[src/mem_config.svh]
// Memory map configuration for the ROM-to-SDRAM mapper
`ifndef MEM_CONFIG_SVH
`define MEM_CONFIG_SVH

// SDRAM bank geometry, in 16-bit words
`define SDRAM_AW   22

// Client regions as word offsets in the bank
// Main ROM sits at the bottom of the bank
`define SND_START  22'h04_0000
`define GFX_START  22'h08_0000

// Client address widths
`define MAIN_AW    18   // 16-bit words
`define SND_AW     15   // Bytes
`define GFX_AW     17   // 32-bit words

// Download header and read burst
`define HEADER_LEN 32   // Leading bytes of the download
`define BURST_LEN  2    // 16-bit beats per read

`endif

[src/mem_pkg.sv]
// Shared types for the ROM mapper: SDRAM word, client index and arbiter states
package mem_pkg;

    // One SDRAM data word
    typedef logic [15:0] word_t;

    localparam int N_CLIENTS = 3;

    // Client index, also the bit position in req and beat_valid
    typedef enum logic [1:0] {
        MAIN = 2'd0,
        SND  = 2'd1,
        GFX  = 2'd2
    } client_t;

    typedef enum logic [1:0] {
        IDLE,   // Waiting for a request
        REQ,    // Read held until ack
        BEATS   // Collecting data beats
    } arb_state_t;

endpackage

[src/header_decode.sv]
// Header decoder, captures game settings from the ROM download header
`include "mem_config.svh"

module header_decode (
    input  logic        clk,
    input  logic        rst,
    input  logic        downloading,
    input  logic [24:0] ioctl_addr,
    input  logic [7:0]  ioctl_dout,
    input  logic        ioctl_wr,
    output logic [7:0]  game_id,
    output logic        dec_en,
    output logic        dec_type,
    output logic        mcu_en,
    output logic        single_bank
);

    logic header_wr;
    logic dec1_en;      // First decoder
    logic dec2_en;      // Second decoder

    // Header bytes lead the download stream
    assign header_wr = downloading && ioctl_wr && ioctl_addr < 25'(`HEADER_LEN);

    always_ff @(posedge clk) begin
        if (rst) begin
            game_id  <= 8'd0;
            dec_type <= 1'b0;
            mcu_en   <= 1'b0;
            dec1_en  <= 1'b0;
            dec2_en  <= 1'b0;
        end else if (header_wr) begin
            case (ioctl_addr)
                25'h10: begin
                    dec1_en  <= |ioctl_dout[1:0];
                    dec_type <= ioctl_dout[1];
                end
                25'h11: dec2_en <= ioctl_dout[0];
                25'h13: mcu_en  <= ioctl_dout[0];
                25'h18: game_id <= ioctl_dout;
                default: ;
            endcase
        end
    end

    // Derived settings, one cycle behind the captured bytes
    always_ff @(posedge clk) begin
        if (rst) begin
            dec_en      <= 1'b0;
            single_bank <= 1'b0;
        end else begin
            dec_en      <= dec1_en | dec2_en;
            single_bank <= game_id[4];      // Games with one tile bank
        end
    end

endmodule

[src/mem_map_top.sv]
// ROM mapper top level, three cached clients sharing one SDRAM bank
`include "mem_config.svh"

module mem_map_top (
    input  logic                 clk,
    input  logic                 rst,
    input  logic                 downloading,
    input  logic [24:0]          ioctl_addr,
    input  logic [7:0]           ioctl_dout,
    input  logic                 ioctl_wr,
    input  logic [5:0]           tile_bank,
    // Main CPU
    input  logic                 main_cs,
    input  logic [`MAIN_AW-1:0]  main_addr,
    output logic                 main_ok,
    output logic [15:0]          main_data,
    // Sound CPU
    input  logic                 snd_cs,
    input  logic [`SND_AW-1:0]   snd_addr,
    output logic                 snd_ok,
    output logic [7:0]           snd_data,
    // Tile graphics
    input  logic                 gfx_cs,
    input  logic [`GFX_AW-1:0]   gfx_addr,
    output logic                 gfx_ok,
    output logic [31:0]          gfx_data,
    // SDRAM
    output logic                 sdram_rd,
    output logic [`SDRAM_AW-1:0] sdram_addr,
    input  logic                 sdram_ack,
    input  logic                 data_dst,
    input  logic                 data_rdy,
    input  mem_pkg::word_t       data_read,
    // Game settings
    output logic [7:0]           game_id,
    output logic                 dec_en,
    output logic                 dec_type,
    output logic                 mcu_en
);

    logic                          single_bank;
    logic [mem_pkg::N_CLIENTS-1:0] req;
    logic [mem_pkg::N_CLIENTS-1:0] beat_valid;
    mem_pkg::word_t                beat_data;
    logic [`SDRAM_AW-1:0]          main_req_addr;  // Relative to each region
    logic [`SDRAM_AW-1:0]          snd_req_addr;
    logic [`SDRAM_AW-1:0]          gfx_req_addr;

    header_decode u_header (
        .clk         ( clk         ),
        .rst         ( rst         ),
        .downloading ( downloading ),
        .ioctl_addr  ( ioctl_addr  ),
        .ioctl_dout  ( ioctl_dout  ),
        .ioctl_wr    ( ioctl_wr    ),
        .game_id     ( game_id     ),
        .dec_en      ( dec_en      ),
        .dec_type    ( dec_type    ),
        .mcu_en      ( mcu_en      ),
        .single_bank ( single_bank )
    );

    rom_slot #(.data_t(logic [15:0]), .AW(`MAIN_AW)) u_main (
        .clk(clk), .rst(rst), .cs(main_cs), .addr(main_addr),
        .ok(main_ok), .data(main_data),
        .req(req[mem_pkg::MAIN]), .req_addr(main_req_addr),
        .beat_valid(beat_valid[mem_pkg::MAIN]), .beat_data(beat_data)
    );

    rom_slot #(.data_t(logic [7:0]), .AW(`SND_AW)) u_snd (
        .clk(clk), .rst(rst), .cs(snd_cs), .addr(snd_addr),
        .ok(snd_ok), .data(snd_data),
        .req(req[mem_pkg::SND]), .req_addr(snd_req_addr),
        .beat_valid(beat_valid[mem_pkg::SND]), .beat_data(beat_data)
    );

    rom_slot #(.data_t(logic [31:0]), .AW(`GFX_AW)) u_gfx (
        .clk(clk), .rst(rst), .cs(gfx_cs), .addr(gfx_addr),
        .ok(gfx_ok), .data(gfx_data),
        .req(req[mem_pkg::GFX]), .req_addr(gfx_req_addr),
        .beat_valid(beat_valid[mem_pkg::GFX]), .beat_data(beat_data)
    );

    slot_arbiter u_arb (
        .clk         ( clk           ),
        .rst         ( rst           ),
        .downloading ( downloading   ),
        .req         ( req           ),
        .main_addr   ( main_req_addr ),
        .snd_addr    ( snd_req_addr  ),
        .gfx_addr    ( gfx_req_addr  ),
        .tile_bank   ( tile_bank     ),
        .single_bank ( single_bank   ),
        .sdram_rd    ( sdram_rd      ),
        .sdram_addr  ( sdram_addr    ),
        .sdram_ack   ( sdram_ack     ),
        .data_dst    ( data_dst      ),
        .data_rdy    ( data_rdy      ),
        .data_read   ( data_read     ),
        .beat_valid  ( beat_valid    ),
        .beat_data   ( beat_data     )
    );

endmodule

[src/rom_slot.sv]
// ROM slot, single-entry read cache between one client and the SDRAM arbiter
`include "mem_config.svh"

module rom_slot #(
    parameter type data_t = logic [15:0],
    parameter int  AW     = 18
) (
    input  logic                 clk,
    input  logic                 rst,
    input  logic                 cs,
    input  logic [AW-1:0]        addr,
    output logic                 ok,
    output data_t                data,
    output logic                 req,
    output logic [`SDRAM_AW-1:0] req_addr,
    input  logic                 beat_valid,
    input  mem_pkg::word_t       beat_data
);

    localparam int DW  = $bits(data_t);
    localparam int NW  = (DW > 16) ? DW / 16 : 1;    // Beats kept in the line
    localparam int CW  = $clog2(`BURST_LEN + 1);
    localparam int SAW = `SDRAM_AW;

    logic [SAW-1:0]   word_addr;    // First word behind the current addr
    logic [SAW-1:0]   tag;
    logic             valid;
    logic             hit;
    logic             miss;
    logic [CW-1:0]    beat_cnt;
    logic             last_beat;
    logic [NW*16-1:0] line;

    // Geometry follows the client data width
    generate
        if (DW == 8) begin : g_byte
            assign word_addr = SAW'(addr[AW-1:1]);
            assign data      = data_t'(addr[0] ? line[15:8] : line[7:0]);
        end else if (DW == 16) begin : g_word
            assign word_addr = SAW'(addr);
            assign data      = data_t'(line);
        end else begin : g_long
            assign word_addr = SAW'({addr, 1'b0});  // Two words per entry
            assign data      = data_t'(line);       // Second beat on top
        end
    endgenerate

    assign hit       = valid && tag == word_addr;
    assign miss      = !req && cs && !hit;
    assign ok        = cs && hit;
    assign req_addr  = tag;
    assign last_beat = beat_cnt == CW'(`BURST_LEN - 1);

    always_ff @(posedge clk) begin
        if (rst) begin
            valid    <= 1'b0;
            req      <= 1'b0;
            beat_cnt <= '0;
        end else if (miss) begin
            req      <= 1'b1;       // Old entry is dropped
            valid    <= 1'b0;
            beat_cnt <= '0;
        end else if (req && beat_valid) begin
            beat_cnt <= beat_cnt + CW'(1);
            if (last_beat) begin
                req   <= 1'b0;
                valid <= 1'b1;      // ok follows on the next cycle
            end
        end
    end

    // Entry contents
    always_ff @(posedge clk) begin
        if (miss)
            tag <= word_addr;
        if (req && beat_valid && int'(beat_cnt) < NW)
            line[int'(beat_cnt)*16 +: 16] <= beat_data;
    end

endmodule

[src/slot_arbiter.sv]
// SDRAM read arbiter, round-robin grant over the ROM slots with tile banking
`include "mem_config.svh"

module slot_arbiter (
    input  logic                          clk,
    input  logic                          rst,
    input  logic                          downloading,
    input  logic [mem_pkg::N_CLIENTS-1:0] req,
    input  logic [`SDRAM_AW-1:0]          main_addr,
    input  logic [`SDRAM_AW-1:0]          snd_addr,
    input  logic [`SDRAM_AW-1:0]          gfx_addr,
    input  logic [5:0]                    tile_bank,
    input  logic                          single_bank,
    output logic                          sdram_rd,
    output logic [`SDRAM_AW-1:0]          sdram_addr,
    input  logic                          sdram_ack,
    input  logic                          data_dst,
    input  logic                          data_rdy,
    input  mem_pkg::word_t                data_read,
    output logic [mem_pkg::N_CLIENTS-1:0] beat_valid,
    output mem_pkg::word_t                beat_data
);

    localparam int SAW = `SDRAM_AW;
    localparam int CW  = $clog2(`BURST_LEN + 1);
    localparam logic [SAW-1:0] MAIN_START = '0;

    mem_pkg::arb_state_t state;
    mem_pkg::client_t    grant;     // Current or last client served
    mem_pkg::client_t    next;
    logic                found;
    logic                start;
    logic [2:0]          gfx_bank;
    logic [SAW-1:0]      gfx_banked;
    logic [SAW-1:0]      abs_addr;
    logic [CW-1:0]       beat_cnt;
    logic [CW-1:0]       beat_idx;
    logic                last_beat;

    // gfx_addr counts words, so client bit 16 lands on bit 17
    assign gfx_bank   = single_bank  ? {2'b00, gfx_addr[17]} :
                        gfx_addr[17] ? tile_bank[5:3] : tile_bank[2:0];
    assign gfx_banked = SAW'({gfx_bank, gfx_addr[16:0]});

    // Round robin, search starts after the last grant
    always_comb begin
        int idx;
        next  = grant;
        found = 1'b0;
        for (int i = 1; i <= mem_pkg::N_CLIENTS; i++) begin
            idx = (int'(grant) + i) % mem_pkg::N_CLIENTS;
            if (!found && req[idx]) begin
                next  = mem_pkg::client_t'(idx);
                found = 1'b1;
            end
        end
    end

    always_comb begin
        case (next)
            mem_pkg::SND: abs_addr = `SND_START + snd_addr;
            mem_pkg::GFX: abs_addr = `GFX_START + gfx_banked;
            default:      abs_addr = MAIN_START + main_addr;
        endcase
    end

    assign start     = state == mem_pkg::IDLE && found && !downloading;
    assign sdram_rd  = state == mem_pkg::REQ;
    assign beat_data = data_read;
    assign beat_idx  = data_dst ? '0 : beat_cnt;   // dst restarts the count
    assign last_beat = beat_idx == CW'(`BURST_LEN - 1);

    // Beats go to the granted slot only
    always_comb begin
        beat_valid = '0;
        if (state == mem_pkg::BEATS && data_rdy)
            beat_valid[grant] = 1'b1;
    end

    always_ff @(posedge clk) begin
        if (rst) begin
            state    <= mem_pkg::IDLE;
            grant    <= mem_pkg::GFX;       // First round begins at MAIN
            beat_cnt <= '0;
        end else begin
            case (state)
                mem_pkg::IDLE:
                    if (start) begin
                        grant <= next;
                        state <= mem_pkg::REQ;
                    end
                mem_pkg::REQ:
                    if (sdram_ack) begin
                        beat_cnt <= '0;
                        state    <= mem_pkg::BEATS;
                    end
                mem_pkg::BEATS:
                    if (data_rdy) begin
                        beat_cnt <= beat_idx + CW'(1);
                        if (last_beat)
                            state <= mem_pkg::IDLE;
                    end
                default: state <= mem_pkg::IDLE;
            endcase
        end
    end

    always_ff @(posedge clk) begin
        if (start)
            sdram_addr <= abs_addr;     // Held through REQ
    end

endmodule

[config.mk]
export PLATFORM = sky130hd
export DESIGN_NAME = mem_map_top
export DESIGN_NICKNAME = d
export VERILOG_FILES = /design/src/mem_pkg.sv /design/src/header_decode.sv /design/src/mem_map_top.sv /design/src/rom_slot.sv /design/src/slot_arbiter.sv
export VERILOG_INCLUDE_DIRS = /design/src
export SDC_FILE = /design/constraint.sdc
export NUM_CORES = 1
export LEC_CHECK = 0
export ABC_AREA = 1
export BUFFER_PORTS_ARGS = -buffer_cell sky130_fd_sc_hd__buf_2
export CAP_MARGIN = 15
export CELL_PAD_IN_SITES_DETAIL_PLACEMENT = 0
export CELL_PAD_IN_SITES_GLOBAL_PLACEMENT = 1
export CORE_MARGIN = 5
export CORE_UTILIZATION = 40
export CTS_CLUSTER_DIAMETER = 80
export DETAILED_ROUTE_END_ITERATION = 12
export PLACE_DENSITY = 0.92
export SYNTH_ARGS = -nofsm -noshare
export SYNTH_HDL_FRONTEND = slang
export SYNTH_SLANG_ARGS = --single-unit
[constraint.sdc]
create_clock -name clk -period 3.23 [get_ports clk]
set_clock_uncertainty 0.2 [all_clocks]
set_input_delay 0.323 -clock clk [delete_from_list [all_inputs] [get_ports clk]]
set_output_delay 0.323 -clock clk [all_outputs]
set_load 0.01 [all_outputs]
[Word level (Yosys, flattened, before mapping)]
Index checks and enable logic that the tools add are counted.
Word-level totals
  flip-flop bits (word level): 167
  word-level logic and storage cells: 179
Cells by class
  add/subtract/negate cells: 12
  $lt $le $gt $ge: 9
  multiplexer cells: 43
  reductions and logical operators: 60
  bitwise gates (word level): 1
  shifts and indexed selects: 6
  divide/modulo/power cells: 3
  equality and inequality tests: 19
Operators by type and width (number)
  $eq A25 B5 Y1 const B: 4
  $neg A6 Y33: 3
  $lt A32 B4 Y1 const B: 3
  $mod A32 B3 Y32 const B: 3
  $shift A16 B33 Y16 const A: 2
  $shiftx A16 B33 Y16: 2
  $pmux W22 S2: 1
  $shift A16 B33 Y32 const A: 1
  $shiftx A16 B33 Y32: 1
  $bwmux W16: 2
  $bwmux W32: 1
  $logic_and A1 B1 Y1: 26
  $lt A25 B6 Y1 const B: 1
  $reduce_and A2 Y1: 11
  $add A20 B20 Y21 const A: 1
  $add A19 B14 Y20 const A: 1
  $mux W2: 10
  $mux W1: 19
  $eq A18 B18 Y1: 1
  $eq A17 B17 Y1: 1
  $eq A14 B14 Y1: 1
  $reduce_bool A2 Y1: 7
  $eq A2 B1 Y1 const B: 6
  $logic_not A1 Y1: 9
  21 further kinds: 36

[Depth between registers and ports, before layout]
  word-level depth: 16
  depth in mapped cells: 17
  mapped depth without buffers: 16

[By module]
From an unflattened synthesis, not the netlist that was laid out.
Second synthesis, totals
  cell total of the unflattened synthesis: 1041
  area, all modules: 8834.7 um^2
Modules (own cells, without submodules)
  rom_slot (u_gfx): cells each 221, area each 2285.9 um^2, times used 1, seq. area each 1551.5 um^2
  slot_arbiter: cells each 249, area each 1971.9 um^2, times used 1, seq. area each 780.7 um^2
  rom_slot (u_main): cells each 231, area each 1903.1 um^2, times used 1, seq. area each 1101.1 um^2
  rom_slot (u_snd): cells each 193, area each 1730.4 um^2, times used 1, seq. area each 980.9 um^2
  header_decode: cells each 147, area each 943.4 um^2, times used 1, seq. area each 280.3 um^2

[Worst setup path before layout]
Ideal clock, no wire load.
  path type: reg2reg
  from: reg u_arb.grant[0]
  to: reg u_arb.sdram_addr[5], data pin
  slack: 0.425 ns
  period minus slack after synthesis: 2.805 ns
  cell stages (with the launch flop): 17
  data arrival time: 2.330 ns
  buffers on the path: 1
  cells stage by stage: dfxtp_1 inv_1 ha_1 inv_2 nand3_1 nand3_2 nor2_2 nand2_1 clkinv_1 nand2_1 nand2_2 inv_1 ha_1 inv_1 nand2_1 clkbuf_1 o221ai_1
Between the ends
  cells in the longest elaborated chain, start to end: 14
  elaborated cells between the ends (all ways): 27
RTL lines
  from (decl): line slot_arbiter.sv:29  | mem_pkg::client_t grant;
  from (signal assigned): line slot_arbiter.sv:83  | grant <= mem_pkg::GFX;
  from (signal assigned): line slot_arbiter.sv:89  | grant <= next;
  $add A2 B1 Y3: line slot_arbiter.sv:51  | idx = (int'(grant) + i) % mem_pkg::N_CLIENTS;
  $mod A32 B3 Y32: line slot_arbiter.sv:51
  $bmux W1 S2: line slot_arbiter.sv:52  | if (!found && req[idx]) begin
  $mux W1 (implied by the code) (2 in series): line slot_arbiter.sv:52
  $mux W1: line slot_arbiter.sv:52
  $logic_not A1 Y1: line slot_arbiter.sv:52
  $logic_and A1 B1 Y1: line slot_arbiter.sv:52
  $mux W1: line slot_arbiter.sv:52
  $logic_not A1 Y1: line slot_arbiter.sv:52
  $logic_and A1 B1 Y1: line slot_arbiter.sv:52
  $mux W2 (*): line slot_arbiter.sv:52
  via u_arb.next[1]: line slot_arbiter.sv:30  | mem_pkg::client_t next;
  $eq A2 B2 Y1 or $eq A2 B1 Y1 (tied branches): line slot_arbiter.sv:60  | case (next)
  $pmux W22 S2 (*): line slot_arbiter.sv:60
  via u_arb.abs_addr[5]: line slot_arbiter.sv:35  | logic [SAW-1:0] abs_addr;
  to (signal assigned): line slot_arbiter.sv:110  | sdram_addr <= abs_addr;
  to (decl): line slot_arbiter.sv:15  | output logic [`SDRAM_AW-1:0] sdram_addr,
Mark *: on every way through the listed nets, which the timed path passes. The rest lies on a longest branch. The select of a mux whose other input is x is not followed.
A chain may end at the register's enable or synchronous reset.

[Final worst setup path]
  from: reg u_arb.grant[0]
  to: reg u_arb.sdram_addr[4], data pin
The elaborated chain is that of the path after synthesis.

==> Implementation_results.wiki <==
{| class="wikitable"
! Metric !! Value
|-
| Most frequent standard cell in the layout excluding fill and tap cells || sky130_fd_sc_hd__buf_2
|-
| Clock root buffer master || sky130_fd_sc_hd__clkbuf_16
|-
| Worst-path clk slew || 70 ps
|-
| Worst-case vdd ir drop || around 740 uV
|-
| Number of diodes || 0
|-
| Worst hold slack || between 10 and 15 ps
|-
| WS Path Type || register to register
|-
| Ordered cell list for the critical path || inv_1, ha_2, inv_2, nand3_1, nand3_2, nor2_2, nand2_1, clkinv_1, nand2_1, nand2_2, inv_1, ha_1, inv_1, buf_4, nand2_4, o221ai_1
|-
| Number of instances in the synthesized netlist || just over 800
|-
| Post-Synthesis Net Count || 939
|-
| Setup TNS || 0 ps
|-
| Number of buffers created by CTS || 17
|-
| Met3 capacity usage during global routing || roughly 4.7%
|-
| Die area || 22,200 um^2
|-
| Highest-utilization routing layer at the global route stage || met2
|-
| Final hold violation count || 0
|-
| EDFF count, synth || about 130
|-
| Post-route DRC || 0
|-
| Simple logic cell fraction of the synthesized area || ~22%
|-
| Aggregate routed wire length || between 20,000 and 25,000 um
|-
| Slowest stage cell on the critical path || sky130_fd_sc_hd__ha_2
|-
| Ratio of cells with drive above 1 in the final layout || a little over a quarter
|-
| Synthesized area per cell || 9.60 um^2
|-
| Number of DRC markers in iteration 0 || 399
|-
| Antenna violations before repair || 0
|-
| Final setup violating endpoints || 0
|-
| Multiplexer fraction of the synthesized cell area || around 1.2%
|-
| Vias per std cell || 4.81
|-
| Part of the cycle the worst path needs || 93.0%
|-
| Std-Cell Core Area || 18,900 um^2
|-
| Detailed placer's ending HPWL || 15,100 um
|-
| DR WL/cell || 15.3 um
|-
| Power Density || approximately 700 nW/um^2
|-
| Power share of the sequential group || between 40% and 50%
|-
| Met1 capacity usage during global routing || between 20 and 25%
|-
| Drt first pass iters || 5
|-
| Final antenna-violating net count || 0
|-
| Starting density of the core || 41.0%
|-
| Complex-gate fraction of the synthesized area || under 10%
|-
| Total congestion overflow after global routing || 0
|-
| H-tree depth reported by CTS || 4
|-
| Run status || finished clean
|-
| Distinct cell type count after synthesis || around 40
|-
| Largest family of logic cells by synthesized area || simple AND/OR/NAND/NOR gates
|-
| Bufs and invs on worst path || 6
|-
| Number of ports placed on the die boundary || 208
|-
| Arrival time at the worst endpoint || around 3100 ps
|-
| Clock period minus worst slack || about 3000 ps
|-
| Layout net count || between 1,000 and 1,500
|-
| Total routing usage reported by global routing || between 10% and 20%
|-
| RSZ-0062 raised after global routing || false
|-
| Number of vias after detailed routing || 6,450
|-
| Adder and majority cell fraction of the synthesized area || about 2.9%
|-
| Number of global-route vias before repair || approximately 6,200
|-
| MaxCap Viol Count || 0
|-
| Post-synthesis instance area || around 7700 um^2
|-
| GRT met2 Usage || between 20% and 30%
|-
| Category of cells accounting for the largest share of critical-path delay || simple AND/OR/NAND/NOR gates
|-
| Total number of yosys warnings || 0
|-
| FF+latch count, synth || ~170
|-
| Die extent in y || 149 um
|-
| Critical Path RT || about 3300 ps
|-
| Clk pwr share || between 20% and 30%
|-
| Clock latency on the worst-skew pair || approximately 430 ps
|-
| TritonCTS clock tree || built
|-
| Maximum number of pins on one net before global-route repair || 24
|-
| Placement Rows || 50
|-
| Achievable Freq || 333 MHz
|-
| Most used cells in the layout excluding fill and tap cells || sky130_fd_sc_hd__buf_2, sky130_fd_sc_hd__nor2_1, sky130_fd_sc_hd__nand2_1
|-
| Kind of capture point of the worst setup path || register
|-
| Startpoint types || register
|-
| Horizontal die dimension || 149 um
|-
| Sinks on Clock Net || about 170
|-
| Net Sw Power || approximately 2.4 mW
|-
| Combinational share of power || between 30% and 40%
|-
| Max Buffers Root-to-Sink || 2
|-
| Main flop type after synthesis || sky130_fd_sc_hd__edfxtp_1
|-
| Largest fanout on the critical path || 20
|-
| Final weighted congestion of routability-driven global placement || between 0.8 and 0.9
|-
| FFs w/ async S/R, synth || 0%
|-
| Number of max-slew violations in the final report || 0
|-
| Worst slew slack as a fraction of its limit || about 44%
|-
| Switching Share || 34.4%
|-
| Int Power || between 4 and 5 mW
|-
| Measured slew at the worst slew-check pin || roughly 840 ps
|-
| Layout overhead on the synthesized area || 31.2%
|-
| Count of input and output buffers || just over 200
|-
| Cell seen most often among critical-path stages || sky130_fd_sc_hd__inv_1
|-
| Portion of the post-synthesis area used by sequential elements || 60.3%
|-
| Xor/xnor cell area share of the yosys netlist || 1.47%
|-
| First-pass GRT wire length || ~32,000 um
|-
| Delay contributed by the slowest stage of the critical path || roughly 400 ps
|-
| Hold crit path type || input port to register
|-
| P_leak || ~4.5 nW
|}
[power groups by stage]
stage,Sequential [mW],Clock (mW),Combinational [mW]
floorplan,2.92,0,1.37
global placement,2.89,0,2.03
detailed placement,2.89,0,2.10
CTS,2.85,2.06,2.16
global route,2.86,2.15,2.47
finish,2.85,2.02,2.23
[final timing paths]
| kind | startpoint | to | slack [ps] | cells past startpoint |
|---|---|---|---|---|
| worst max-delay path | u_arb.grant[0] | u_arb.sdram_addr[4] | 230 | 16 |
| worst min-delay path | ioctl_dout[7] | u_header.game_id[7] | 10 | 5 |
| worst max register to register | u_arb.grant[0] | u_arb.sdram_addr[4] | 230 | 16 |
| worst min register to register | u_header.dec2_en | u_header.dec_en | 270 | 2 |
[cells by family (layout without fill, tap and decap cells)]
| logic type | after synthesis | in the layout |
|---|---|---|
| mux | 8 | 8 |
| other cells | 1 | 1 |
| xor+xnor | 13 | 13 |
| simple gates | 400 | 400 |
| buf+inv | 134 | 410 |
| fa+ha+maj | 18 | 18 |
| compound gates | 66 | 66 |
| flops | 166 | 166 |
[flip-flops by register name (all words and copies together) (netlist names), 2 cells and up]
name / count
u_main.data: 16
u_header.game_id: 8
u_arb.state: 2
u_gfx.data: 32
u_snd.beat_cnt: 2
u_main.beat_cnt: 2
u_snd.req_addr: 14
u_gfx.req_addr: 17
u_arb.beat_cnt: 2
u_arb.sdram_addr: 21
u_gfx.beat_cnt: 2
u_snd.line: 16
u_arb.grant: 2
u_main.req_addr: 18
[per-stage QoR]
step | util, % | cell area (um^2) | power, mW | instances | setup slack [ps]
2_1_floorplan | - | 7740 | 4.29 | 806 | 425
3_3_place_gp | 47.9 | 9050 | 4.92 | 1259 | 212
3_5_place_dp | 47.9 | 9050 | 4.99 | 1259 | 87.8
4_1_cts | 53.7 | 10100 | 7.06 | 1342 | 61.0
5_1_grt | 53.8 | 10200 | 7.48 | 1342 | 23.5
6_report | 53.8 | 10200 | 7.10 | 1342 | 227
[worst reg2reg max path: cells and delay by family (launching register included)]
family	cells	cell delay [ps]
AOI/OAI and AO/OA	1	220
DFF	1	380
buffers and inverters	6	590
and+or+nand+nor	7	740
adders and majority gates	2	680
[area by class of cell]
type / instances / area, um^2
Sequential cell: 166 / 4660
Timing Repair Buffer: 261 / 1570
Fill cell: 1684 / 8740
Inverter: 117 / 439
Clock inverter: 15 / 163
Multi-Input combinational cell: 506 / 2570
Clock buffer: 17 / 425
Tap cell: 260 / 325
[synthesized netlist by cell type (all sizes together), types with 2 or more instances]
| master | count | area share, % |
|---|---|---|
| and3 | 5 | 0.40 |
| or2 | 2 | 0.16 |
| dfxtp | 32 | 8.3 |
| ha | 18 | 2.9 |
| mux2 | 8 | 1.2 |
| nor3 | 13 | 1.3 |
| o221ai | 8 | 0.91 |
| a21oi | 18 | 1.3 |
| xnor2 | 7 | 0.79 |
| nor2 | 171 | 8.7 |
| buf | 7 | 0.57 |
| xor2 | 6 | 0.68 |
| inv | 116 | 5.6 |
| edfxtp | 134 | 52 |
| nand2 | 158 | 7.9 |
| nand4 | 15 | 1.2 |
| o211ai | 6 | 0.58 |
| o22ai | 2 | 0.16 |
| clkbuf | 10 | 0.48 |
| o21ai | 26 | 1.7 |
| nand3 | 32 | 2.1 |
| nand3b | 3 | 0.29 |
| a31oi | 2 | 0.16 |
[layer usage]
layer  share of wire (%)  wire length [um]
met2                  46              9430
met1                  43              8940
met5                   0                 0
met3                 8.9              1830
met4                 1.8               361
[timing repair]
item,CTS,global route
endpoints found under the setup margin,0,10
endpoints found under the hold margin,51,0
buffers inserted,0,0
gates resized for setup,0,4
hold buffers,51,0
Power figures use the tool's default switching activity.
